==> src/hdl/line_ram_pkg.sv <==
// ==============================
// Shared definitions for the Wishbone line RAM
// Widths, latency and memory size
// Wishbone cycle type codes
// Request, response and line write structs
// Burst FSM state encoding
// ==============================

package line_ram_pkg;

  // ==============================
  // Sizes and timing
  // ==============================

  // Wishbone data word
  localparam int WORD_W = 32;
  // One cache line of the store
  localparam int LINE_W = 128;
  localparam int WORDS_PER_LINE = LINE_W / WORD_W;
  localparam int BYTES_PER_WORD = WORD_W / 8;

  // 4 KiB total
  localparam int RAM_DEPTH_WORDS = 1024;
  localparam int LINE_DEPTH = RAM_DEPTH_WORDS / WORDS_PER_LINE;

  // Read delay chain length, two or more
  localparam int RAM_LATENCY = 16;

  // Address slicing
  localparam int BYTE_OFF_W = $clog2(BYTES_PER_WORD);
  localparam int WORD_OFF_W = $clog2(WORDS_PER_LINE);
  localparam int LINE_IDX_W = $clog2(LINE_DEPTH);
  localparam int LINE_IDX_LSB = BYTE_OFF_W + WORD_OFF_W;

  // Wishbone B4 cycle type identifiers
  localparam logic [2:0] WB_CTI_CLASSIC = 3'b000;
  localparam logic [2:0] WB_CTI_INCR = 3'b010;
  localparam logic [2:0] WB_CTI_EOB = 3'b111;

  // ==============================
  // Vector types
  // ==============================
  typedef logic [WORD_W-1:0] word_t;
  typedef logic [31:0] byte_addr_t;
  typedef logic [BYTES_PER_WORD-1:0] byte_sel_t;
  typedef logic [LINE_W-1:0] line_t;
  typedef logic [LINE_W/8-1:0] line_strb_t;
  typedef logic [LINE_IDX_W-1:0] line_idx_t;
  typedef logic [WORD_OFF_W-1:0] word_off_t;
  typedef logic [2:0] cti_t;
  typedef logic [RAM_LATENCY-1:0] delay_t;

  // ==============================
  // Bundles
  // ==============================

  // Master side of the slave port
  typedef struct packed {
    logic       cyc;
    logic       stb;
    logic       we;
    byte_addr_t adr;
    word_t      dat;
    byte_sel_t  sel;
    cti_t       cti;
  } wb_req_t;

  // Slave answer, err/rty/stall not used
  typedef struct packed {
    word_t dat;
    logic  ack;
  } wb_rsp_t;

  // Line-wide write with byte strobes
  typedef struct packed {
    line_idx_t  idx;
    line_t      data;
    line_strb_t strb;
  } line_wr_t;

  // Burst tracking
  typedef enum logic [1:0] {
    BURST_IDLE,
    BURST_FETCH,
    BURST_HELD
  } burst_state_e;

endpackage

==> src/hdl/burst_line_buffer.sv <==
// ==============================
// Burst line buffer
// Captures the fetched line
// Burst FSM and word select
// Wishbone ack generation
// ==============================
`timescale 1ns/100ps

module burst_line_buffer (
  input  logic                  clk_i,
  input  logic                  rst_ni,
  input  line_ram_pkg::wb_req_t wb_req_i,
  input  line_ram_pkg::line_t   rd_line_i,
  input  logic                  line_ready_i,
  output logic                  line_held_o,
  output line_ram_pkg::wb_rsp_t wb_rsp_o
);

  line_ram_pkg::burst_state_e state_q;
  line_ram_pkg::burst_state_e state_d;
  line_ram_pkg::line_t        line_q;
  line_ram_pkg::line_t        src_line;
  line_ram_pkg::word_off_t    word_off;
  logic                       req_valid;
  logic                       rd_req;
  logic                       wr_ack;
  logic                       beat_ack;

  // ==============================
  // Request decode
  // ==============================
  assign req_valid = wb_req_i.cyc && wb_req_i.stb;
  assign rd_req    = req_valid && !wb_req_i.we;
  assign word_off  = wb_req_i.adr[line_ram_pkg::BYTE_OFF_W +: line_ram_pkg::WORD_OFF_W];

  // Writes complete in the cycle they appear
  assign wr_ack = req_valid && wb_req_i.we;

  // Later burst beats served from the buffer
  assign beat_ack = (state_q == line_ram_pkg::BURST_HELD) && rd_req &&
                    (wb_req_i.cti != line_ram_pkg::WB_CTI_CLASSIC);

  // ==============================
  // Burst FSM
  // ==============================
  always_comb begin
    state_d = state_q;
    case (state_q)
      line_ram_pkg::BURST_IDLE: begin
        if (rd_req) begin
          state_d = line_ram_pkg::BURST_FETCH;
        end
      end
      line_ram_pkg::BURST_FETCH: begin
        // First beat acked here
        if (line_ready_i) begin
          if (wb_req_i.cti == line_ram_pkg::WB_CTI_INCR) begin
            state_d = line_ram_pkg::BURST_HELD;
          end else begin
            state_d = line_ram_pkg::BURST_IDLE;
          end
        end
      end
      line_ram_pkg::BURST_HELD: begin
        // Release on the last beat
        if (beat_ack && (wb_req_i.cti == line_ram_pkg::WB_CTI_EOB)) begin
          state_d = line_ram_pkg::BURST_IDLE;
        end
      end
      default: begin
        state_d = line_ram_pkg::BURST_IDLE;
      end
    endcase
  end

  always_ff @(posedge clk_i) begin
    if (!rst_ni) begin
      state_q <= line_ram_pkg::BURST_IDLE;
    end else begin
      state_q <= state_d;
    end
  end

  // Line capture as the fetch completes
  always_ff @(posedge clk_i) begin
    if (line_ready_i) begin
      line_q <= rd_line_i;
    end
  end

  // Stops new fetches in lane expander
  assign line_held_o = (state_q == line_ram_pkg::BURST_HELD);

  // ==============================
  // Response
  // ==============================

  // First beat straight from the store, later beats from the buffer
  assign src_line = line_held_o ? line_q : rd_line_i;

  always_comb begin
    wb_rsp_o.dat = src_line[word_off*line_ram_pkg::WORD_W +: line_ram_pkg::WORD_W];
    wb_rsp_o.ack = wr_ack || line_ready_i || beat_ack;
  end

endmodule

==> config.mk <==
export PLATFORM = sky130hd
export DESIGN_NAME = burst_line_buffer
export DESIGN_NICKNAME = d
export VERILOG_FILES = /design/src/hdl/line_ram_pkg.sv /design/src/hdl/burst_line_buffer.sv
export SDC_FILE = /design/constraint.sdc
export NUM_CORES = 1
export LEC_CHECK = 0
export BUFFER_PORTS_ARGS = -buffer_cell sky130_fd_sc_hd__buf_2
export CAP_MARGIN = 25
export CORE_MARGIN = 2
export CORE_UTILIZATION = 45
export CTS_CLUSTER_DIAMETER = 120
export CTS_CLUSTER_SIZE = 24
export DETAILED_ROUTE_END_ITERATION = 10
export GPL_TIMING_DRIVEN = 0
export PLACE_DENSITY = 0.75
export SLEW_MARGIN = 20
export SYNTH_ARGS = -nofsm -noshare
export SYNTH_HDL_FRONTEND = slang
export SYNTH_SLANG_ARGS = --single-unit
==> constraint.sdc <==
create_clock -name clk_i -period 3.65 [get_ports clk_i]
set_clock_uncertainty 0.1 [all_clocks]
set_input_delay 0.5475 -clock clk_i [delete_from_list [all_inputs] [get_ports clk_i]]
set_output_delay 0.5475 -clock clk_i [all_outputs]
set_load 0.01 [all_outputs]
# Word-level counts from Yosys, hierarchy flattened
# Index checks and enable logic that the tools add are counted.
[classes]
eq_ne = 7
shifts = 1
muxes = 6
reduce_logical = 12
[op_table]
columns = ["op", "n"]
rows = [
  ["two-way mux 128 bit", 1],
  ["indexed part select 128 x 8 -> 32 bit", 1],
  ["two-way mux 2 bit", 4],
  ["logical AND 1 bit", 6],
  ["one-hot mux 2 bit (3 select lines)", 1],
  ["!= test 2 bit (second input constant)", 2],
  ["equality test 3 x 2 -> 1 bit (second input constant)", 1],
  ["equality test 3 bit (second input constant)", 1],
  ["AND reduction 3 bit", 1],
  ["nonzero test 3 bit", 1],
  ["equality test 2 x 1 -> 1 bit (second input constant)", 1],
  ["equality test 2 bit (second input constant)", 1],
  ["logical NOT 2 bit", 1],
  ["logical OR 1 bit", 2],
  ["!= test 2 x 1 -> 1 bit (second input constant)", 1],
  ["logical NOT 1 bit", 1],
]
[word_totals]
register_bits = 130
inputBits = 205
wordCells = 28

# Logic depth before layout (Yosys ltp)
[logic_depth]
word_depth = 7
depth_mapped = 6
ltp_nobuf = 3

# Worst setup path after synthesis
# No wires, ideal clock.
[synth_timing]
kind = "input to output"
start = "input wb_req_i[42] (netlist bit)"
end = "output wb_rsp_o[10] (netlist bit)"
arrival_ps = 1811
path_slack_ps = 1191
path_stages = 4
n_path_buf = 2
path_cell_list = "clkbuf_1 clkbuf_1 mux4_2 mux2_2"
[synth_lines]
columns = ["item", "line_no", "source"]
rows = [
  ["start, declared", "burst_line_buffer.sv:12", "input line_ram_pkg::wb_req_t wb_req_i,"],
  ["end, declared", "burst_line_buffer.sv:16", "output line_ram_pkg::wb_rsp_t wb_rsp_o"],
]

==> run_results.csv <==
group,metric,value,unit
critical_path,r2r-end,"state_q[1]",
placement,numPortBuffers,170,
synthesis,synth_cell_types,22,
timing,min_period,3160,ps
clock_tree,cts_tree,"built",
synthesis,netlist_instances,261,
timing,relSlewSlack,40.6,%
clock_tree,cts-buffers-inserted,17,
clock_tree,cts_setup_buffers,0,
timing,min_period_over_period,86.7,%
timing,final.setup.tns,0,ps
min_path,hold_path.class,"in -> reg",
critical_path,r2r-start,"state_q[1]",
critical_path,start_kind,"flip-flop",
job,maxCapViolCount,0,
grt,grt_pass1_vias,3846,
power,comb_power_share,9.1,%
floorplanning,die-width,119,µm
placement,dp_cells,608,
clock_tree,path_clk_slew,60,ps
critical_path,r2r_cells,6,
routing,via_count,3500,
critical_path,cp_max_fo,10,
critical_path,worstPathRequired,3000,ps
routing,drcViolationCount,0,
routing,drt.antenna.violating_nets,0,
floorplanning,dieArea,14200,µm²
synthesis,syn_area,5960,µm²
grt,grt_max_degree,72,
floorplanning,dieHeight,119,µm
timing,fmax,0.316,GHz
timing,setup_viol_count_final,0,
critical_path,arrival,2520,ps
timing,hold_viol_final,0,
critical_path,cp-end-kind,"output port",
synthesis,synth_seq_cells,130,
floorplanning,ios,239,
timing,worstMarginPinSlew,890,ps
routing,first_iter_violations,310,
min_path,holdPathEnd,"line_q[9]",
finish,antennaDiodeCount,0,
grt,gr-total-overflow,0,
grt,grt_pass1_wl,20600,µm
power,p_sw,0.801,mW
clock_tree,postCtsHoldBufs,0,
power,sw_frac_of_total,20.8,%
clock_tree,postCtsResizedCells,0,
power,p_leak,2.89,nW
run_status,outcome,"completed",
timing,rsz0062_at_grt,"false",
synthesis,syn_nets,466,
placement,place_congestion,0.837,
critical_path,path_class,"reg -> out",
power,seqPwrFrac,46.8,%
routing,viasPerCell,5.47,
min_path,hp-start,"rd_line_i[9]",
finish,finalNonFillerCells,640,
clock_tree,htreeDepth,4,
placement,place_hpwl,9190,µm
floorplanning,core-area,13100,µm²
synthesis,ys_seq_area_share,65.2,%
power,peakVddDrop,0.400,mV
synthesis,yosys_warnings,0,
power,p_int,3.05,mW
finish,drive_gt1_share,65.3,%
power,clkPwrFrac,44.1,%
grt,antenna_found_initial,0,
clock_tree,root_buffer,"clkbuf_16",
critical_path,r2r_setup_slack,2140,ps
finish,fin_nets,656,
finish,area_growth,28.4,%
synthesis,avgSynthCellArea,22.8,µm²
power,powerDensity,503,nW/µm²
grt,grt_use_total,19.6,%
clock_tree,clkLatencyLatePin,410,ps
timing,holdWs,220,ps
floorplanning,rows,42,
timing,finalMaxSlewViolations,0,
clock_tree,cts_buffer_depth,2,
routing,dr.pass1.iters,4,
routing,wl_per_cell,20.3,µm
routing,drt_wl_total,13000,µm
floorplanning,start_util,45.6,%
min_path,hold_depth,1,
clock_tree,numClockSinks,130,
routing by layer:
layer	part of all wire, %	up-vias	GRT usage (%)
met2	51	139	31.5
met1	41	1813	24.9
met4	1.6	0	7.29
met5	0	-	0
met3	6.5	17	6.51
li1	-	1531	-
layout by cell type, fill, tap and decap left out:
cell / synthesis / final
a21o_1: 1 / 1
a21oi_1: 3 / 3
buf_1: 1 / 1
buf_12: 2 / 2
buf_16: 0 / 1
buf_2: 4 / 173
buf_6: 2 / 3
bufinv_16: 0 / 3
clkbuf_1: 10 / 13
clkbuf_16: 0 / 17
clkbuf_8: 0 / 1
clkinv_2: 0 / 6
clkinv_4: 0 / 1
clkinvlp_4: 0 / 1
dfxtp_1: 2 / 2
edfxtp_1: 128 / 128
inv_1: 1 / 1
mux2_2: 19 / 19
mux2_4: 13 / 13
mux4_1: 1 / 1
mux4_2: 63 / 63
nand2_1: 2 / 2
nor2b_1: 1 / 1
nor3b_1: 1 / 1
nor4bb_1: 2 / 2
o21ai_0: 2 / 2
o21bai_1: 1 / 1
o31ai_1: 1 / 1
or3_1: 1 / 1
cells by family after synthesis:
logic type / Yosys count / share of synthesized area, %
buffers and inverters: 20 / 2.14
and+or+nand+nor: 7 / 0.798
AOI/OAI and AO/OA: 8 / 0.798
DFF: 130 / 65.2
muxes: 96 / 31.1
layout make-up:
| class | count | area (µm²) |
|---|---|---|
| timing repair buffer | 171 | 885 |
| buffer | 19 | 124 |
| tap | 176 | 220 |
| inverter | 1 | 3.75 |
| clock inverter | 11 | 136 |
| sequential | 130 | 3880 |
| fill | 982 | 5430 |
| clock buffer | 21 | 450 |
| multi-input combinational | 111 | 1950 |
metrics by stage:
stage | area, µm² | power (mW) | utilization [%] | setup WS [ps]
after floorplan | 5960 | 1.99 | - | 1190
after global placement | 7030 | 2.17 | 53.7 | -25.3
after detailed placement | 7070 | 2.18 | 54.0 | 537
after CTS | 7650 | 3.89 | 58.5 | 452
after global routing | 7650 | 3.99 | 58.5 | 366
final | 7650 | 3.85 | 58.5 | 486
worst max-delay path, cell delays in order (launching register included):
cell	delay (ps)
dfxtp_1	400
nor2b_1	190
buf_6	150
buf_2	340
mux4_1	610
mux2_2	270
buf_2	140
cells in the mapped netlist, drive strengths merged:
cell type  number  share of area, %
edfxtp        128                64
mux4           64                24
mux2           32               6.9
clkbuf         10              0.63
buf             9               1.4
a21oi           3              0.25
dfxtp           2              0.67
nand2           2              0.13
nor4bb          2              0.34
o21ai           2              0.17
a21o            1              0.13
inv             1             0.063
nor2b           1              0.11
nor3b           1              0.13
o21bai          1              0.13
o31ai           1              0.13
or3             1              0.11
power groups by stage:
stage / Combinational [mW] / Clock, mW / Sequential (mW)
2_1_floorplan: 0.169 / 0 / 1.82
5_1_grt: 0.380 / 1.79 / 1.81
3_3_place_gp: 0.337 / 0 / 1.83
6_report: 0.351 / 1.70 / 1.80
4_1_cts: 0.355 / 1.73 / 1.80
3_5_place_dp: 0.353 / 0 / 1.83
worst max-delay path by stage:
stage / startpoint / endpoint / slack, ps / cells after the start
after floorplan: wb_req_i[42] / wb_rsp_o[10] / 1190 / 4
after global placement: line_ready_i / wb_rsp_o[0] / -30 / 4
after detailed placement: wb_req_i[42] / wb_rsp_o[24] / 540 / 5
after CTS: state_q[1] / wb_rsp_o[29] / 450 / 6
after global routing: state_q[1] / wb_rsp_o[29] / 370 / 6
final: state_q[1] / wb_rsp_o[29] / 490 / 6
flip-flops by register name, summed over array words and instances, names as in the netlist:
signal / count
line_q: 128
state_q: 2
Power figures use the tool's default switching activity.
