--- config.mk ---
export PLATFORM = sky130hd
export DESIGN_NAME = read_latency_pipe
export DESIGN_NICKNAME = d
export VERILOG_FILES = /design/src/hdl/line_ram_pkg.sv /design/src/hdl/read_latency_pipe.sv
export SDC_FILE = /design/constraint.sdc
export NUM_CORES = 1
export LEC_CHECK = 0
export BUFFER_PORTS_ARGS = -buffer_cell sky130_fd_sc_hd__buf_2
export CAP_MARGIN = 20
export CORE_MARGIN = 4
export CORE_UTILIZATION = 25
export CTS_CLUSTER_DIAMETER = 30
export DETAILED_ROUTE_END_ITERATION = 12
export GPL_TIMING_DRIVEN = 0
export PLACE_DENSITY_LB_ADDON = 0.2
export SKIP_CTS_REPAIR_TIMING = 1
export SYNTH_ARGS = -nofsm -noshare
export SYNTH_HDL_FRONTEND = slang
export SYNTH_SLANG_ARGS = --single-unit
--- constraint.sdc ---
create_clock -name clk_i -period 0.8 [get_ports clk_i]
set_input_delay 0.08 -clock clk_i [delete_from_list [all_inputs] [get_ports clk_i]]
set_output_delay 0.08 -clock clk_i [all_outputs]
set_load 0.01 [all_outputs]
--- src/hdl/line_ram_pkg.sv ---
// ==============================
// Shared definitions for the Wishbone line RAM
// Widths, latency and memory size
// Wishbone cycle type codes
// Request, response and line write structs
// Burst FSM state encoding
// ==============================

package line_ram_pkg;

  // ==============================
  // Sizes and timing
  // ==============================

  // Wishbone data word
  localparam int WORD_W = 32;
  // One cache line of the store
  localparam int LINE_W = 128;
  localparam int WORDS_PER_LINE = LINE_W / WORD_W;
  localparam int BYTES_PER_WORD = WORD_W / 8;

  // 4 KiB total
  localparam int RAM_DEPTH_WORDS = 1024;
  localparam int LINE_DEPTH = RAM_DEPTH_WORDS / WORDS_PER_LINE;

  // Read delay chain length, two or more
  localparam int RAM_LATENCY = 16;

  // Address slicing
  localparam int BYTE_OFF_W = $clog2(BYTES_PER_WORD);
  localparam int WORD_OFF_W = $clog2(WORDS_PER_LINE);
  localparam int LINE_IDX_W = $clog2(LINE_DEPTH);
  localparam int LINE_IDX_LSB = BYTE_OFF_W + WORD_OFF_W;

  // Wishbone B4 cycle type identifiers
  localparam logic [2:0] WB_CTI_CLASSIC = 3'b000;
  localparam logic [2:0] WB_CTI_INCR = 3'b010;
  localparam logic [2:0] WB_CTI_EOB = 3'b111;

  // ==============================
  // Vector types
  // ==============================
  typedef logic [WORD_W-1:0] word_t;
  typedef logic [31:0] byte_addr_t;
  typedef logic [BYTES_PER_WORD-1:0] byte_sel_t;
  typedef logic [LINE_W-1:0] line_t;
  typedef logic [LINE_W/8-1:0] line_strb_t;
  typedef logic [LINE_IDX_W-1:0] line_idx_t;
  typedef logic [WORD_OFF_W-1:0] word_off_t;
  typedef logic [2:0] cti_t;
  typedef logic [RAM_LATENCY-1:0] delay_t;

  // ==============================
  // Bundles
  // ==============================

  // Master side of the slave port
  typedef struct packed {
    logic       cyc;
    logic       stb;
    logic       we;
    byte_addr_t adr;
    word_t      dat;
    byte_sel_t  sel;
    cti_t       cti;
  } wb_req_t;

  // Slave answer, err/rty/stall not used
  typedef struct packed {
    word_t dat;
    logic  ack;
  } wb_rsp_t;

  // Line-wide write with byte strobes
  typedef struct packed {
    line_idx_t  idx;
    line_t      data;
    line_strb_t strb;
  } line_wr_t;

  // Burst tracking
  typedef enum logic [1:0] {
    BURST_IDLE,
    BURST_FETCH,
    BURST_HELD
  } burst_state_e;

endpackage

--- src/hdl/read_latency_pipe.sv ---
// ==============================
// Read latency pipeline
// Pending flag plus delay chain
// Times the first read ack
// ==============================
`timescale 1ns/100ps

module read_latency_pipe (
  input  logic clk_i,
  input  logic rst_ni,
  input  logic rd_issue_i,
  input  logic ack_i,
  output logic line_ready_o
);

  logic                 pending_q;
  line_ram_pkg::delay_t delay_q;

  // ==============================
  // Delay chain
  // ==============================
  always_ff @(posedge clk_i) begin
    if (!rst_ni) begin
      pending_q <= 1'b0;
      delay_q   <= '0;
    end else if (ack_i) begin
      // Flush so a still-held request is not fetched twice
      pending_q <= 1'b0;
      delay_q   <= '0;
    end else begin
      pending_q <= rd_issue_i;
      // Pending walks toward the top bit
      delay_q   <= {delay_q[line_ram_pkg::RAM_LATENCY-2:0], pending_q};
    end
  end

  // Top of the chain marks the line as ready
  assign line_ready_o = delay_q[line_ram_pkg::RAM_LATENCY-1];

endmodule

# Word level (Yosys, flattened, before mapping)
# Index checks and enable logic that the tools add are counted.
# totals
in_bits	4
mem_bits_rw	0
output_inout_bits	1
n_memories	0
wordCells	4
mem_bits_ro	0
ff_bits	17
latchBits	0
# classes
reduce_logical	1
n_shift	0
n_mul	0
eq_ne	0
div_mod_pow	0
bitwise_logic	1
mux	0
order_cmp	0
n_addsub	0
# op_table
cell	count
$reduce_or 2->1	1
$not 1->1	1

# Longest topological paths before layout
# Gate-level depths: netlist of run 1.
# logic_depth
ltp_word	2
ltp_mapped	2
mapped_depth_nobuf	1

# Least setup slack after synthesis of run 1
# OpenSTA, ideal clock, no wires.
# synth_timing
kind	reg-to-reg
startpoint	register pending_q
endpoint	register delay_q[0]
required_ns	0.683
synth_period_minus_slack_ns	0.570
n_path_buf	0
slack_ns	0.230
setup_ns	0.117
arrival_time_ns	0.453
path_stages_with_launch	2
cell_sequence	dfxtp_1 -> and3b_2
# synth_rtl
element	line_no	text
from (decl)	read_latency_pipe.sv:16	logic pending_q;
from (signal assigned)	read_latency_pipe.sv:31	pending_q <= rd_issue_i;
to (signal assigned)	read_latency_pipe.sv:33	delay_q <= {delay_q[line_ram_pkg::RAM_LATENCY-2:0], pending_q};
to (decl)	read_latency_pipe.sv:17	line_ram_pkg::delay_t delay_q;
# No word-level cell between the ends.

# Worst setup path in the final report of run 1
# layout_timing
startpoint	register delay_q[15]
endpoint	output port line_ready_o
# layout_rtl
element	line_no	text
to (decl)	read_latency_pipe.sv:13	output logic line_ready_o
# No word-level cell between the ends.

==> results of run 1 <==
final timing paths:
check                           depth (start not counted)                endpoint              startpoint
worst min-delay path                                    2    pending_q$_SDFF_PP0_              rd_issue_i
worst min register to register                          1   delay_q[6]$_SDFF_PP0_   delay_q[5]$_SDFF_PP0_
worst max register to register                          1  delay_q[13]$_SDFF_PP0_  delay_q[12]$_SDFF_PP0_
worst max-delay path                                    1            line_ready_o  delay_q[15]$_SDFF_PP0_
cell families (layout without fill, tap and decap cells):
family / after synthesis / count (layout) / share of synthesized area [%]
flip-flops: 17 / 17 / 65.39
AND/OR/NAND/NOR: 17 / 17 / 30.29
buffers and inverters: 2 / 10 / 4.327
state kept, by name, summed over array words and instances (netlist names):
| register | flops |
|---|---|
| pending_q | 1 |
| delay_q | 16 |
report_power, final:
part / total, mW / switching (mW) / internal [mW] / leakage (nW)
sequential: 0.850 / 0.000817 / 0.849 / 0.137
combinational: 0.0461 / 0.0208 / 0.0253 / 0.153
clock: 0.466 / 0.276 / 0.190 / 0.0139
layer usage:
layer | global-route usage, % | vias to the layer above | part of all wire, %
met5 | 0 | - | 0
met4 | 7.660 | 0 | 2.3
met3 | 2.493 | 2 | 1.5
met2 | 11.43 | 3 | 52
met1 | 7.239 | 127 | 44
li1 | - | 140 | -
final cells by class:
class                           count  area share (%)
Buffer                              2           3.727
Multi-Input combinational cell     17           26.09
Clock buffer                        3           3.727
Timing Repair Buffer                4           3.313
Sequential cell                    17           56.31
Tap cell                           27           5.590
Clock inverter                      1           1.242
layout by cell type (no fill, tap or decap):
| master | instances |
|---|---|
| dfxtp_1 | 17 |
| clkinvlp_4 | 1 |
| buf_6 | 2 |
| and3b_1 | 10 |
| and3b_2 | 7 |
| buf_2 | 4 |
| clkbuf_4 | 3 |
through the flow:
step	power [mW]	setup WS [ns]
CTS	1.390	-0.02582
global placement	0.9138	0.1685
detailed placement	0.9165	0.1363
finish	1.362	-0.01096
global route	1.430	-0.06684
floorplan	0.8961	0.2304
==> out/summary.txt, run 1 <==
Top-count cell post-synth -> dfxtp_1
Initial antenna violation count -> 0
Post-route ant nets -> 0
1st-pass router iterations -> 2
Setup TNS -> -0.01096 ns
Die area -> 2876 um^2
GP Congestion -> 0.7284
Final setup margin -> -0.01096 ns
Hold Violations, Final -> 0
Top cells by area, synth -> dfxtp_1 (65%), and3b_1 (17%), and3b_2 (13%)
Post-Syn Area -> 520.5 um^2
CTS buffer count -> 3
Post-Syn Instances -> 36
Port Buf Inserts -> 4
First-pass GRT wire length -> 1373 um
Row Count -> 16
Layout Nets -> 49
VDD IR max -> 0.6394 mV
RSZ-0062 raised after global routing -> yes
Static Leakage -> 0.3037 nW
Routed WL per cell -> 10.96 um
WP data required -> 0.72 ns
Buf/Inv on CP -> 1
Starting DRT DRC Count -> 1
Fill cell count -> 225
EDFF count, synth -> 0
Core Area -> 1962 um^2
Final Slew Violations -> 0
Post-detail-place hpwl -> 560.1 um
Layout cells sized above 1 -> 38.64%
CTS tree -> done
Post-synthesis async set-or-reset flop share -> 0%
CP cell instances -> buf_2
Slew margin rel. -> 91.75%
Seq. cell area -> 340.3 um^2
Largest delay share family, worst path -> flip-flops
Global route total overflow -> 0
Power per Cell Area -> 2253 nW/um^2
CP startpoint kind -> flip-flop
Diode count -> 0
WL final -> 778 um
Post-Synthesis Net Count -> 40
Status -> complete, but fails checks
Num Clock Sinks -> 17
Violated checks -> setup timing
Max frequency -> 1233 MHz
Max-cap check violation count -> 0
Setup CP Type -> flip-flop to output port
Clk root buf -> clkbuf_4
Htree depth -> 1
Final worst-path cycle share -> 101.4%
Pin count of the biggest net entering global routing -> 12
Area grow syn2layout -> 16.11%
Clk slew on worst S/H paths -> 0.11 ns
Worst-margin pin slew -> 0.1237 ns
Starting Density -> 26.53%
Hold Path Class -> primary input to flip-flop
Yosys warns -> 0
Top_reg_cell synth -> dfxtp_1
Sequential area share after synthesis -> 65.38%
Fin area -> 604.3 um^2
Largest stage delay on the critical path -> 0.32 ns
Top Ports -> 5
Crit path arrival time -> 0.73 ns
Later-pin clock latency in the skew report -> 0.29 ns
Slowest-stage cell, CP -> dfxtp_1
Worst Skew -> 0.01194 ns
CTS max path bufs -> 2
Placed Cells incl. Taps -> 67
Syn avg cell area -> 14.46 um^2
Non-Filler Instances -> 71
Area of the multi-input gates -> 157.7 um^2
Area post-placement -> 574.3 um^2
Number of synthesized register bits -> 17
Fin util -> 30.80%
Leading cell types by count after synthesis -> dfxtp_1 (17), and3b_1 (10), and3b_2 (7)
Die width -> 53.63 um
Synth top area share -> 65.38%
Total GRT Usage -> 7.292%
Via count -> 272
WHS -> 0.07087 ns
DRC -> 0
Final Critical Period -> 0.8110 ns
Post-DR vias/cell -> 3.831
Largest area contributor in the netlist -> dfxtp_1
Die height -> 53.63 um
FF-to-FF setup slack -> 0.19 ns
Unique masters post-synth -> 4
Final setup violation count -> 1
Crit path max fanout -> 1
Vias in the first global route -> 297
Crit. End Element -> output port
(Power assumes the default switching activity.)
==> run 2: changes to the inputs <==
--- a/config.mk
+++ b/config.mk
@@ -12,6 +12,7 @@
 export CTS_CLUSTER_DIAMETER = 30
 export DETAILED_ROUTE_END_ITERATION = 12
 export GPL_TIMING_DRIVEN = 0
+export HOLD_SLACK_MARGIN = 0.12
 export PLACE_DENSITY_LB_ADDON = 0.2
 export SKIP_CTS_REPAIR_TIMING = 1
 export SYNTH_ARGS = -nofsm -noshare
==> out/summary.txt, run 2 (same netlist as run 1, synthesis figures left out) <==
Register name with the most flops -> delay_q (unchanged)
Routed WL per cell -> 10.93 um (was 10.96 um)
Power per Cell Area -> 2222 nW/um^2 (was 2253 nW/um^2)
Setup CP Type -> flip-flop to output port (unchanged)
Crit. End Element -> output port (unchanged)
Largest registers -> delay_q x16, pending_q x1 (unchanged)
Static Leakage -> 0.3078 nW (was 0.3037 nW)
Crit path arrival time -> 0.73 ns (about the same)
Placed Cells incl. Taps -> 67 (unchanged)
Vias in the first global route -> 297 (unchanged)
Slowest-stage cell, CP -> dfxtp_1 (unchanged)
Row Count -> 16 (unchanged)
Hold Violations, Final -> 0 (unchanged)
Final setup violation count -> 1 (unchanged)
Clk root buf -> clkbuf_4 (unchanged)
Htree depth -> 1 (unchanged)
Diode count -> 0 (unchanged)
Layout Nets -> 50 (was 49)
Global route total overflow -> 0 (unchanged)
Die height -> 53.63 um (unchanged)
Largest stage delay on the critical path -> 0.32 ns (about the same)
CP startpoint kind -> flip-flop (unchanged)
Worst Skew -> 0.01182 ns (was 0.01194 ns)
Max reg flops -> 16 (unchanged)
Final setup margin -> -0.01077 ns (was -0.01096 ns)
Max-cap check violation count -> 0 (unchanged)
Largest delay share family, worst path -> flip-flops (unchanged)
First-pass GRT wire length -> 1373 um (unchanged)
Top Ports -> 5 (unchanged)
Later-pin clock latency in the skew report -> 0.29 ns (about the same)
WL final -> 787 um (was 778 um)
DRC -> 0 (unchanged)
Seq. cell area -> 340.3 um^2 (unchanged)
CTS max path bufs -> 2 (unchanged)
Starting Density -> 26.53% (unchanged)
Setup slack at placement -> 0.1363 ns (unchanged)
Num Clock Sinks -> 17 (unchanged)
Buf/Inv on CP -> 1 (unchanged)
CTS buffer count -> 3 (unchanged)
Commonest non-fill, non-tap cell in the layout -> dfxtp_1 (unchanged)
CP cell instances -> buf_2 (unchanged)
Total GRT Usage -> 7.292% (unchanged)
Area grow syn2layout -> 18.03% (was 16.11%)
Core Area -> 1962 um^2 (unchanged)
Layout cells sized above 1 -> 37.78% (was 38.64%)
Die width -> 53.63 um (unchanged)
VDD IR max -> 0.6398 mV (was 0.6394 mV)
Post-detail-place hpwl -> 560.1 um (unchanged)
GP Congestion -> 0.7284 (unchanged)
Total power -> 1.365 mW (was 1.362 mW)
Violated checks -> setup timing (unchanged)
Clk slew on worst S/H paths -> 0.11 ns (about the same)
Status -> complete, but fails checks (unchanged)
Pin count of the biggest net entering global routing -> 12 (unchanged)
Non-Filler Instances -> 72 (was 71)
Final Slew Violations -> 0 (unchanged)
Final Critical Period -> 0.8108 ns (was 0.8110 ns)
Starting DRT DRC Count -> 1 (unchanged)
RSZ-0062 raised after global routing -> yes (unchanged)
Slew margin rel. -> 91.81% (was 91.75%)
Via count -> 277 (was 272)
CTS tree -> done (unchanged)
Post-DR vias/cell -> 3.847 (was 3.831)
Final worst-path cycle share -> 101.3% (was 101.4%)
WP data required -> 0.72 ns (about the same)
Fill cell count -> 225 (unchanged)
Port Buf Inserts -> 4 (unchanged)
Post-route ant nets -> 0 (unchanged)
Die area -> 2876 um^2 (unchanged)
Max frequency -> 1233 MHz (about the same)
Area of the multi-input gates -> 157.7 um^2 (unchanged)
Most frequent cells in the layout -> dfxtp_1 (17), and3b_1 (10), and3b_2 (7) (unchanged)
Worst-margin pin slew -> 0.1228 ns (was 0.1237 ns)
Initial antenna violation count -> 0 (unchanged)
Hold Path Class -> primary input to flip-flop (unchanged)
Crit path max fanout -> 1 (unchanged)
1st-pass router iterations -> 2 (unchanged)
Fin util -> 31.31% (was 30.80%)
run 2: final timing paths:
kind	startpoint	to	slack [ns]	cells past startpoint
max reg2reg	delay_q[0]$_SDFF_PP0_	delay_q[1]$_SDFF_PP0_	0.19	1
max	delay_q[15]$_SDFF_PP0_	line_ready_o	-0.01	1
min reg2reg	delay_q[5]$_SDFF_PP0_	delay_q[6]$_SDFF_PP0_	0.47	1
min	rst_ni	delay_q[14]$_SDFF_PP0_	0.14	2
run 2: layer usage:
layer / part of all wire, % / vias to the layer above / global-route usage, %
met2: 52 / 3 / 11.43
met4: 2.3 / 0 / 7.660
li1: - / 142 / -
met1: 44 / 130 / 7.239
met3: 1.5 / 2 / 2.493
met5: 0 / - / 0
run 2: power by group:
group	total, mW	internal [mW]	switching (mW)
clock network	0.465	0.190	0.276
logic	0.0500	0.0284	0.0215
registers	0.850	0.849	0.000817
total	1.37	1.07	0.298
run 2: per-stage QoR:
stage / hold WS (ns) / cell area (um^2) / TNS (ns)
2_1_floorplan: 0.2572 / 520.5 / 0
3_5_place_dp: 0.3626 / 574.3 / 0
6_report: 0.1377 / 614.3 / -0.01077
5_1_grt: 0.1280 / 614.3 / -0.06684
3_3_place_gp: 0.3502 / 574.3 / 0
4_1_cts: 0.05618 / 604.3 / -0.02582
run 2: cell type report:
class,count,area share (%)
Sequential cell,17,55.40
Clock inverter,1,1.222
Tap cell,27,5.499
Multi-Input combinational cell,17,25.66
Clock buffer,3,3.666
Timing Repair Buffer,5,4.888
Buffer,2,3.666
