<file path="src/hdl/line_ram_pkg.sv">
// ==============================
// Shared definitions for the Wishbone line RAM
// Widths, latency and memory size
// Wishbone cycle type codes
// Request, response and line write structs
// Burst FSM state encoding
// ==============================

package line_ram_pkg;

  // ==============================
  // Sizes and timing
  // ==============================

  // Wishbone data word
  localparam int WORD_W = 32;
  // One cache line of the store
  localparam int LINE_W = 128;
  localparam int WORDS_PER_LINE = LINE_W / WORD_W;
  localparam int BYTES_PER_WORD = WORD_W / 8;

  // 4 KiB total
  localparam int RAM_DEPTH_WORDS = 1024;
  localparam int LINE_DEPTH = RAM_DEPTH_WORDS / WORDS_PER_LINE;

  // Read delay chain length, two or more
  localparam int RAM_LATENCY = 16;

  // Address slicing
  localparam int BYTE_OFF_W = $clog2(BYTES_PER_WORD);
  localparam int WORD_OFF_W = $clog2(WORDS_PER_LINE);
  localparam int LINE_IDX_W = $clog2(LINE_DEPTH);
  localparam int LINE_IDX_LSB = BYTE_OFF_W + WORD_OFF_W;

  // Wishbone B4 cycle type identifiers
  localparam logic [2:0] WB_CTI_CLASSIC = 3'b000;
  localparam logic [2:0] WB_CTI_INCR = 3'b010;
  localparam logic [2:0] WB_CTI_EOB = 3'b111;

  // ==============================
  // Vector types
  // ==============================
  typedef logic [WORD_W-1:0] word_t;
  typedef logic [31:0] byte_addr_t;
  typedef logic [BYTES_PER_WORD-1:0] byte_sel_t;
  typedef logic [LINE_W-1:0] line_t;
  typedef logic [LINE_W/8-1:0] line_strb_t;
  typedef logic [LINE_IDX_W-1:0] line_idx_t;
  typedef logic [WORD_OFF_W-1:0] word_off_t;
  typedef logic [2:0] cti_t;
  typedef logic [RAM_LATENCY-1:0] delay_t;

  // ==============================
  // Bundles
  // ==============================

  // Master side of the slave port
  typedef struct packed {
    logic       cyc;
    logic       stb;
    logic       we;
    byte_addr_t adr;
    word_t      dat;
    byte_sel_t  sel;
    cti_t       cti;
  } wb_req_t;

  // Slave answer, err/rty/stall not used
  typedef struct packed {
    word_t dat;
    logic  ack;
  } wb_rsp_t;

  // Line-wide write with byte strobes
  typedef struct packed {
    line_idx_t  idx;
    line_t      data;
    line_strb_t strb;
  } line_wr_t;

  // Burst tracking
  typedef enum logic [1:0] {
    BURST_IDLE,
    BURST_FETCH,
    BURST_HELD
  } burst_state_e;

endpackage

</file>
<file path="src/hdl/wb_lane_expand.sv">
// ==============================
// Wishbone lane expander
// Word request to line write
// Read issue strobe for the store
// ==============================
`timescale 1ns/100ps

module wb_lane_expand (
  input  line_ram_pkg::wb_req_t  wb_req_i,
  input  logic                   line_held_i,
  output line_ram_pkg::line_wr_t line_wr_o,
  output logic                   wr_en_o,
  output logic                   rd_issue_o
);

  logic                    req_valid;
  line_ram_pkg::word_off_t word_off;

  // Valid while cyc and stb both high
  assign req_valid = wb_req_i.cyc && wb_req_i.stb;

  // Word position inside the line
  assign word_off = wb_req_i.adr[line_ram_pkg::BYTE_OFF_W +: line_ram_pkg::WORD_OFF_W];

  // ==============================
  // Line write build
  // ==============================
  always_comb begin
    line_wr_o.idx  = wb_req_i.adr[line_ram_pkg::LINE_IDX_LSB +: line_ram_pkg::LINE_IDX_W];
    line_wr_o.data = '0;
    line_wr_o.strb = '0;

    // Same word in every lane, strobes pick the one that lands
    for (int w = 0; w < line_ram_pkg::WORDS_PER_LINE; w++) begin
      line_wr_o.data[w*line_ram_pkg::WORD_W +: line_ram_pkg::WORD_W] = wb_req_i.dat;
    end

    // Byte selects steered to the addressed word
    if (req_valid && wb_req_i.we) begin
      line_wr_o.strb[word_off*line_ram_pkg::BYTES_PER_WORD +: line_ram_pkg::BYTES_PER_WORD] =
        wb_req_i.sel;
    end
  end

  // ==============================
  // Strobes
  // ==============================

  // Writes go straight into the store
  assign wr_en_o = req_valid && wb_req_i.we;

  // No fetch while a burst line is buffered
  assign rd_issue_o = req_valid && !wb_req_i.we && !line_held_i;

endmodule

</file>
<file path="config.mk">
export PLATFORM = sky130hd
export DESIGN_NAME = wb_lane_expand
export DESIGN_NICKNAME = d
export VERILOG_FILES = /design/src/hdl/line_ram_pkg.sv /design/src/hdl/wb_lane_expand.sv
export SDC_FILE = /design/constraint.sdc
export NUM_CORES = 1
export LEC_CHECK = 0
export ABC_AREA = 1
export ABC_CLOCK_PERIOD_IN_PS = 1860
export BUFFER_PORTS_ARGS = -buffer_cell sky130_fd_sc_hd__buf_2
export CAP_MARGIN = 20
export CORE_MARGIN = 10
export CORE_UTILIZATION = 27
export DETAILED_ROUTE_END_ITERATION = 8
export PLACE_DENSITY = 0.9
export RECOVER_POWER = 50
export REMOVE_ABC_BUFFERS = 1
export SYNTH_ARGS = -nofsm -noshare
export SYNTH_HDL_FRONTEND = slang
export SYNTH_SLANG_ARGS = --single-unit
</file>
<file path="constraint.sdc">
create_clock -name vclk -period 1.86
set_input_delay 0 -clock vclk [all_inputs]
set_output_delay 0 -clock vclk [all_outputs]
set_load 0.02 [all_outputs]
</file>
* Yosys cells after proc, flatten, opt, wreduce, memory -nomap -nowiden
Index checks and enable logic that the tools add are counted.
Operators by class: muxes and demuxes 1, bitwise operators 1, reduce and logical (&&, ||, !) cells 6, $add $sub $neg 1, shift-type cells 2
Operators by type and width (number):
- 4-bit negator with 34-bit output | 1
- 4-bit by 34-bit variable shift with 16-bit output (first input constant) | 1
- 4-bit by 34-bit variable part select with 16-bit output | 1
- 16-bit AND | 1
- 16-bit two-way mux | 1
- 1-bit logical AND | 4
- 1-bit zero test | 2
Storage, ports and cells: logic and storage cells 11, bits in registers 0, output and inout bits 154, input bits 75

* Logic depth before layout (Yosys ltp)
Gate-level depths: netlist of the first run.
depth in word-level cells 4, mapped depth 6

* Least setup slack after synthesis of the first run
Ideal clock, no wire load.
path kind input port to output port, start in wb_req_i[41] (netlist bit), end out line_wr_o[12] (netlist bit), arrival 1033 ps, stages on the path 5, setup slack 827 ps, path through inv_1 ha_1 nor2_1 nand2_1 nor3_1
RTL lines:
- start, declared | RTL line wb_lane_expand.sv:9 | input line_ram_pkg::wb_req_t wb_req_i,
- end, declared | RTL line wb_lane_expand.sv:11 | output line_ram_pkg::line_wr_t line_wr_o,

==> results of run 1 <==
[power groups by stage]
stage | Combinational, mW | Sequential, mW | Clock (mW)
after floorplan | 0.0319 | 0 | 0
after global placement | 0.0556 | 0 | 0
after detailed placement | 0.0584 | 0 | 0
after CTS | 0.0585 | 0 | 0
after global routing | 0.0654 | 0 | 0
final | 0.0580 | 0 | 0
[metal layers]
layer  vias to the layer above  wire, um  global-route usage
li1                        198         -                   -
met1                       270      1567              0.1068
met2                       168      4176              0.3360
met3                        12      1945              0.1951
met4                         0       266             0.05058
met5                         -         0                   0
[cell families after synthesis]
logic type                 count (synthesis)  share of synthesized area
buffers and inverters                    141                     0.8044
and+or+nand+nor                           36                     0.1474
adders and majority gates                  5                    0.04817
[per-stage QoR]
step           setup WS [ns]  total power, mW  cell area [um^2]  hold WS (ns)
3_3_place_gp          0.7082          0.05556             485.5      0.001178
2_1_floorplan         0.8272          0.03194             277.8             0
4_1_cts               0.6547          0.05848             485.5      0.001178
6_report              0.6377          0.05798             485.5     0.0003143
3_5_place_dp          0.6607          0.05837             485.5      0.001178
5_1_grt               0.5302          0.06541             485.5     0.0003653
[area by class of cell]
type	instances	area share
Timing Repair Buffer	28	0.2887
Tap cell	54	0.1392
Inverter	5	0.04897
Multi-Input combinational cell	41	0.5232
[how the worst max path moves through the flow]
stage | startpoint | end | slack (ns) | depth (start not counted)
after global routing | wb_req_i[41] | line_wr_o[14] | 0.53 | 7
after CTS | wb_req_i[41] | line_wr_o[15] | 0.65 | 7
after detailed placement | wb_req_i[41] | line_wr_o[15] | 0.66 | 7
final | wb_req_i[41] | line_wr_o[15] | 0.64 | 7
after floorplan | wb_req_i[41] | line_wr_o[12] | 0.83 | 5
after global placement | wb_req_i[41] | line_wr_o[14] | 0.71 | 7
[cell usage in the layout, fill, tap and decap left out]
master,netlist,layout
clkinv_4,1,1
nand2_4,1,1
nand3_2,1,1
buf_2,0,28
nand2_2,4,4
nor2_1,11,11
nor3_1,5,5
nand2_1,8,8
nand3_4,1,1
ha_1,5,5
inv_1,4,4
nor2_2,5,5
==> metrics.md, run 1 <==
| Metric | Value |
|---|---|
| Max frequency | approximately 0.8 GHz |
| First-pass GRT wire length | slightly below 9 mm |
| DRT Pass-1 Iters | 4 |
| Clock power share | 0 |
| Die W | 89.36 um |
| Worst vdd ir | between 0.00002 and 0.00003 V |
| Critical Path Sink Type | output port |
| Post-Syn Area | about 0.0013 mm^2 |
| Fin. Hold Viols | 0 |
| Max Slew Vio Count | 0 |
| Mean cell area of the mapped netlist | 7.136 um^2 |
| Worst Hold Class | input port to output port |
| Worst path bufs/invs | 3 |
| Hold buffer count at cts | 0 |
| Antenna Cells | 0 |
| Layout Cells excl Fill | 128 |
| DR iter-0 viols | 15 |
| Total track usage | 0.1792 |
| Period minus WS final | between 1 and 1.5 ns |
| Global route overflow | 0 |
| Rows | 25 |
| Final nets | roughly 160 |
| Clock buf count | 0 |
| Area delta synth->final | -62.62% |
| Die area | between 0.007 and 0.008 mm^2 |
| WP data arrival | roughly 1.2 ns |
| Internal power | 0.02002 mW |
| Initial Utilization | 0.2768 |
| Slowest stage delay, CP | 0.33 ns |
| Via count | around 650 |
| Run status | finished clean |
| Synth area leaders | buf_4 (79%), ha_1 (4.8%), nor2_1 (3.2%), nor2_2 (2.4%), nand2_1 (2.3%) |
| Post-CTS setup buffers | 0 |
| Routed Antenna Nets | 0 |
| # DRC | 0 |
| Hold EP | line_wr_o[92] |
| Worst-Margin Slew | between 0.2 and 0.25 ns |
| Sw frac | 0.6547 |
| Most area-hungry cell type in the Yosys netlist | buf_4 |
| Startpoint Class | input port |
| Inst Count DP | about 130 |
| Post-synthesis instance total | roughly 180 |
| Sequential Power Share | 0 |
| Most common cell in the synthesized netlist | buf_4 |
| Comb power frac | 1.000 |
| Max-Cap Viols | 0 |
| Slowest stage cell on the critical path | ha_1 |
| Cell mode on critical path | buf_2 |
| Top cells by count, synth | buf_4 (136), nor2_1 (11), nand2_1 (8) |
| Via/cell ratio | approximately 5 |
| Net switching power | ~0.038 mW |
| Core area | 0.004692 mm^2 |
| Crit Path Max Fanout | 8 |
| Area share of the largest cell type after synthesis | 0.7861 |
| Endpoints failing setup | 0 |
| DP HPWL | 7.165 mm |
| Static Leakage | 0.2593 nW |
| Register Area | 0 um^2 |
| Pin count of the biggest net entering global routing | 9 |
| Port Buffer Count | 28 |
| Final Cycle Share | 0.6572 |
| Crit path cell chain | buf_2, inv_1, ha_1, nor2_1, nand2_1, nor3_1, buf_2 |
| WP data required | 1.86 ns |
| Final Core Density | 0.1035 |
| Post-CTS Resized | 0 |
| HP Start | wb_req_i[19] |
| WL/cell | roughly 62 um |
| Type of the worst setup path | input port to output port |
| YS warnings | 0 |
| Multi-input logic area | between 200 and 300 um^2 |
| Hold depth | 0 |
| Detailed-route wire length | 7.955 mm |
| Number of sequential cells | 0 |
| Register area share after synthesis | 0 |
| RePlAce Congestion | 0.8782 |
| Relative slew margins | 0.8638 |
| Initial antenna violation count | 0 |
| Setup TNS | 0 ns |
| PD cells | approximately 120 mW/mm^2 |
| Crit path max-delay family | buffers and inverters |
| Share of layout cells above drive strength 1 | 0.5541 |
| Fill cell count | ~550 |
| Die Ht | roughly 90 um |
| IO Pins | approximately 230 |
| Unique masters post-synth | 12 |
| Vias in the first global route | roughly 640 |
| RSZ-0062 raised after global routing | no |
Note: power is estimated with default switching activity, not from simulation.
==> run 2: changes to the inputs <==
Settings changed: ABC_CLOCK_PERIOD_IN_PS 1860 to 1000, CORE_UTILIZATION 27 to 26, PLACE_DENSITY 0.9 to 0.91.
Clock period 1.86 ns to 1 ns, I/O delays scaled along.
==> metrics.md, run 2 (synthesized netlist as in run 1, its figures left out) <==
| Metric | Value |
|---|---|
| Pin count of the biggest net entering global routing | 8 |
| Final Cycle Share | 0.9427 |
| Fill cell count | around 550 |
| Fin. Hold Viols | 0 |
| Startpoint Class | input port |
| Hold Slack | 0.0002479 ns |
| Period minus WS final | 0.9427 ns |
| Worst-Margin Slew | between 0.15 and 0.2 ns |
| Max Slew Vio Count | 0 |
| Comb power frac | 1.000 |
| Die area | roughly 0.0082 mm^2 |
| Cell Area, Placed | 524.3 um^2 |
| IO Pins | ~230 |
| # DRC | 0 |
| RePlAce Congestion | about 0.91 |
| Final nets | around 160 |
| Register Area | 0 um^2 |
| Sequential Power Share | 0 |
| Die W | 90.68 um |
| Via count | between 600 and 700 |
| Max frequency | roughly 1.1 GHz |
| WP data arrival | 0.94 ns |
| Inst Count DP | roughly 140 |
| Global route overflow | 0 |
| Sw frac | 0.6113 |
| Most common cell after layout, fill and taps aside | buf_2 |
| Static Leakage | approximately 0.29 nW |
| Number of sequential cells | 0 |
| Hold depth | 0 |
| Initial Utilization | 0.2714 |
| Vias in the first global route | around 710 |
| DRT Pass-1 Iters | 2 |
| Relative slew margins | 0.8909 |
| Worst Hold Class | input port to output port |
| DR WL met2 | ~3.8 mm |
| PD cells | about 220 mW/mm^2 |
| Total track usage | 0.1790 |
| Commonest non-fill, non-tap cells in the layout | buf_2 (15), buf_4 (11), nor2_2 (9) |
| DP HPWL | around 7.3 mm |
| Post-CTS setup buffers | 0 |
| Detailed-route wire length | 8.013 mm |
| Crit. Startpoint | wb_req_i[41] |
| Worst vdd ir | 0.00006344 V |
| Rows | 25 |
| Internal power | about 0.055 mW |
| Crit path capture | line_wr_o[10] |
| Clock buf count | 0 |
| Final instance area | 639.4 um^2 |
| Hold buffer count at cts | 0 |
| Met1 WL | ~1.7 mm |
| Clock power share | 0 |
| Crit Path Max Fanout | 4 |
| Run status | finished clean |
| Port Buffer Count | 28 |
| Share of layout cells above drive strength 1 | 0.7532 |
| Max layer used | met4 |
| Initial antenna violation count | 0 |
| Type of the worst setup path | input port to output port |
| Net switching power | about 0.086 mW |
| Antenna Cells | 0 |
| Die Ht | ~90 um |
| WP data required | 1.00 ns |
| Via/cell ratio | ~4.5 |
| DR iter-0 viols | 8 |
| First-pass GRT wire length | a little under 10 mm |
| WL/cell | 55.65 um |
| Critical Path Sink Type | output port |
| RSZ-0062 raised after global routing | yes |
| Core area | 0.004786 mm^2 |
| Area delta synth->final | -50.77% |
| Endpoints failing setup | 0 |
| Max-Cap Viols | 0 |
| Routed Antenna Nets | 0 |
| WL met3 | approximately 1.9 mm |
| Layout Cells excl Fill | 144 |
[run 2: layout make-up]
class	count	area [um^2]	area share
multi-input combinational	41	315.3	0.4932
timing repair buffer	31	214.0	0.3346
inverter	5	26.28	0.04110
tap	67	83.83	0.1311
[run 2: layer usage]
| layer | GRT usage | vias up |
|---|---|---|
| li1 | - | 203 |
| met1 | 0.1129 | 253 |
| met2 | 0.2891 | 170 |
| met3 | 0.2020 | 29 |
| met4 | 0.1207 | 0 |
| met5 | 0.01282 | - |
[run 2: stage by stage]
stage | power [mW] | utilization | setup TNS [ns] | setup WS, ns
2_1_floorplan | 0.05940 | - | -0.1311 | -0.03277
3_3_place_gp | 0.1122 | 0.1095 | -0.005949 | -0.005949
3_5_place_dp | 0.1165 | 0.1095 | -0.2655 | -0.07468
4_1_cts | 0.1291 | 0.1208 | 0 | 0.03314
5_1_grt | 0.1574 | 0.1336 | -0.07934 | -0.02046
6_report | 0.1404 | 0.1336 | 0 | 0.05733
[run 2: worst max-delay path, cell delays in order]
cell and delay, ns:
buf_4 0.13, inv_4 0.06, buf_4 0.11, ha_1 0.13, inv_1 0.05, nor2_2 0.11, nand2_2 0.11, nor2_1 0.10
buf_4 0.15
[run 2: worst min path at each step]
stage	startpoint	end	slack, ns
floorplan	wb_req_i[27]	line_wr_o[100]	0
global placement	wb_req_i[23]	line_wr_o[96]	0.001
detailed placement	wb_req_i[23]	line_wr_o[96]	0.001
CTS	wb_req_i[23]	line_wr_o[96]	0.001
global route	wb_req_i[23]	line_wr_o[96]	0.0003
finish	wb_req_i[23]	line_wr_o[96]	0.0002
[run 2: power by group through the flow]
stage,clock network [mW],registers [mW],logic [mW]
2_1_floorplan,0,0,0.0594
3_3_place_gp,0,0,0.112
3_5_place_dp,0,0,0.116
4_1_cts,0,0,0.129
5_1_grt,0,0,0.157
6_report,0,0,0.140
[run 2: what timing repair did]
item | 4_1_cts | 5_1_grt
setup endpoints to repair | 9 | 11
gates resized for setup | 17 | 18
pin swaps | 3 | 5
==> run 3: changes to the inputs <==
Settings changed: ABC_AREA 1 to 0, PLACE_DENSITY 0.91 to 0.9.
==> metrics.md, run 3 <==
| Metric | Value |
|---|---|
| Crit Path Max Fanout | 4 |
| Total Power | ~0.17 mW |
| Via count | 723 |
| Fill cell count | 542 |
| Hold buffer count at cts | 0 |
| Max layer used | met4 |
| WL/cell | 57.47 um |
| Hold Slack | 0.0004685 ns |
| Clock buf count | 0 |
| First-pass GRT wire length | about 9.9 mm |
| Via/cell ratio | around 5.0 |
| Hold depth | 0 |
| Critical Path Sink Type | output port |
| Commonest non-fill, non-tap cells in the layout | buf_4 (14), nand2_1 (13), buf_2 (12), nor3_2 (8) |
| Number of sequential cells | 0 |
| Initial Utilization | 0.2727 |
| Run status | finished with violations |
| WL met3 | ~1.9 mm |
| Endpoints failing setup | 1 |
| Initial antenna violation count | 0 |
| YS warnings | 0 |
| Met1 WL | about 1.8 mm |
| WP data required | 1.00 ns |
| Total track usage | 0.1801 |
| # DRC | 0 |
| DR iter-0 viols | 35 |
| Max frequency | between 0.9 and 1 GHz |
| Top cells by count, synth | buf_4 (137), nand2_1 (13), nor3_1 (12) |
| Global route overflow | 0 |
| HP Start | wb_req_i[23] |
| Max-Cap Viols | 0 |
| Post-synthesis instance total | approximately 180 |
| Max Slew Vio Count | 0 |
| WP data arrival | 1.00 ns |
| Die W | ~91 um |
| Register Area | 0 um^2 |
| Unique masters post-synth | 13 |
| IO Pins | around 230 |
| Most common cell in the synthesized netlist | buf_4 |
| Rows | 25 |
| Hold EP | line_wr_o[64] |
| Die Ht | a little over 90 um |
| PD cells | 242.8 mW/mm^2 |
| Worst vdd ir | 0.00008877 V |
| Core area | ~0.0048 mm^2 |
| Most common cell after layout, fill and taps aside | buf_4 |
| Period minus WS final | around 1 ns |
| RePlAce Congestion | between 0.9 and 1 |
| Startpoint Class | input port |
| Register area share after synthesis | 0 |
| Final Cycle Share | 1.001 |
| Port Buffer Count | 28 |
| Pin count of the biggest net entering global routing | 11 |
| Mean cell area of the mapped netlist | about 7 um^2 |
| Synth area leaders | buf_4 (79%), ha_1 (4.8%), nor3_1 (4.6%), nand2_1 (3.7%), and3_1 (1.9%) |
| Final Core Density | 0.1485 |
| Type of the worst setup path | input port to output port |
| Failing checks | negative setup slack |
| DR WL met2 | 4.311 mm |
| Vias in the first global route | 734 |
| RSZ-0062 raised after global routing | yes |
| Routed Antenna Nets | 0 |
| Worst Hold Class | input port to output port |
| Fin. Hold Viols | 0 |
| Most area-hungry cell type in the Yosys netlist | buf_4 |
| Relative slew margins | 0.8034 |
| Die area | between 0.008 and 0.009 mm^2 |
| DRT Pass-1 Iters | 4 |
| Detailed-route wire length | between 8 and 9 mm |
| Final nets | 159 |
| Post-Syn Area | between 0.001 and 0.0015 mm^2 |
| Static Leakage | about 0.3 nW |
| DP HPWL | between 7 and 8 mm |
| Worst-Margin Slew | 0.2934 ns |
| Antenna Cells | 0 |
| Share of layout cells above drive strength 1 | 0.6753 |
| Post-layout worst setup margin | -0.0007068 ns |
| Area share of the largest cell type after synthesis | 0.7881 |
| Area delta synth->final | -45.54% |
-- run 3: how the worst max path moves through the flow --
stage | from | endpoint | slack [ns] | cells past startpoint
after floorplan | wb_req_i[41] | line_wr_o[4] | -0.09 | 4
after global placement | wb_req_i[41] | line_wr_o[7] | -0.1 | 6
after detailed placement | wb_req_i[41] | line_wr_o[8] | -0.16 | 6
after CTS | wb_req_i[42] | line_wr_o[3] | 0.01 | 6
after global routing | wb_req_i[41] | line_wr_o[6] | -0.04 | 6
final | wb_req_i[41] | line_wr_o[2] | -0.0007 | 6
-- run 3: cells by family (layout without fill, tap and decap cells) --
| family | count (synthesis) | count (layout) | share of synthesized area |
|---|---|---|---|
| adders and majority gates | 5 | 5 | 0.04794 |
| buffers and inverters | 139 | 34 | 0.7939 |
| and+or+nand+nor | 38 | 38 | 0.1582 |
-- run 3: what timing repair did --
action                                  CTS  global route
hold endpoints to repair                  0             0
setup buffers                             0             1
pin swaps                                 3             8
cloned                                    0             0
endpoints found under the setup margin   16            13
resized for setup                        23            24
-- run 3: per-stage QoR --
stage,setup WS (ns),TNS [ns],cells,instance area [um^2]
2_1_floorplan,-0.08943,-0.7345,45,276.5
3_3_place_gp,-0.09597,-1.080,143,523.0
3_5_place_dp,-0.1606,-1.649,143,523.0
4_1_cts,0.01070,0,143,611.8
5_1_grt,-0.04436,-0.3678,144,710.7
6_report,-0.0007068,-0.0007068,144,710.7
-- run 3: cell type report --
cell class	count	area (um^2)	share of cell area
Tap cell	67	83.83	0.1180
Timing Repair Buffer	32	240.2	0.3380
Multi-Input combinational cell	43	366.6	0.5158
Inverter	2	20.02	0.02817
-- run 3: metal layers --
metal / GRT usage / vias to the layer above
met3: 0.1937 / 13
met1: 0.1081 / 316
met5: 0.02564 / -
met4: 0.06136 / 0
li1: - / 224
met2: 0.3323 / 170
-- run 3: power breakdown --
part | leakage (nW) | total, mW | switching, mW | internal (mW)
Sequential | 0 | 0 | 0 | 0
Clock | 0 | 0 | 0 | 0
Combinational | 0.292 | 0.173 | 0.0977 | 0.0748
Total | 0.292 | 0.173 | 0.0977 | 0.0748
-- run 3: worst max-delay path, cell delays in order --
cell     delay [ns]
buf_8          0.11
inv_8          0.06
ha_4           0.21
and4b_2        0.32
and3_4         0.19
buf_6          0.11
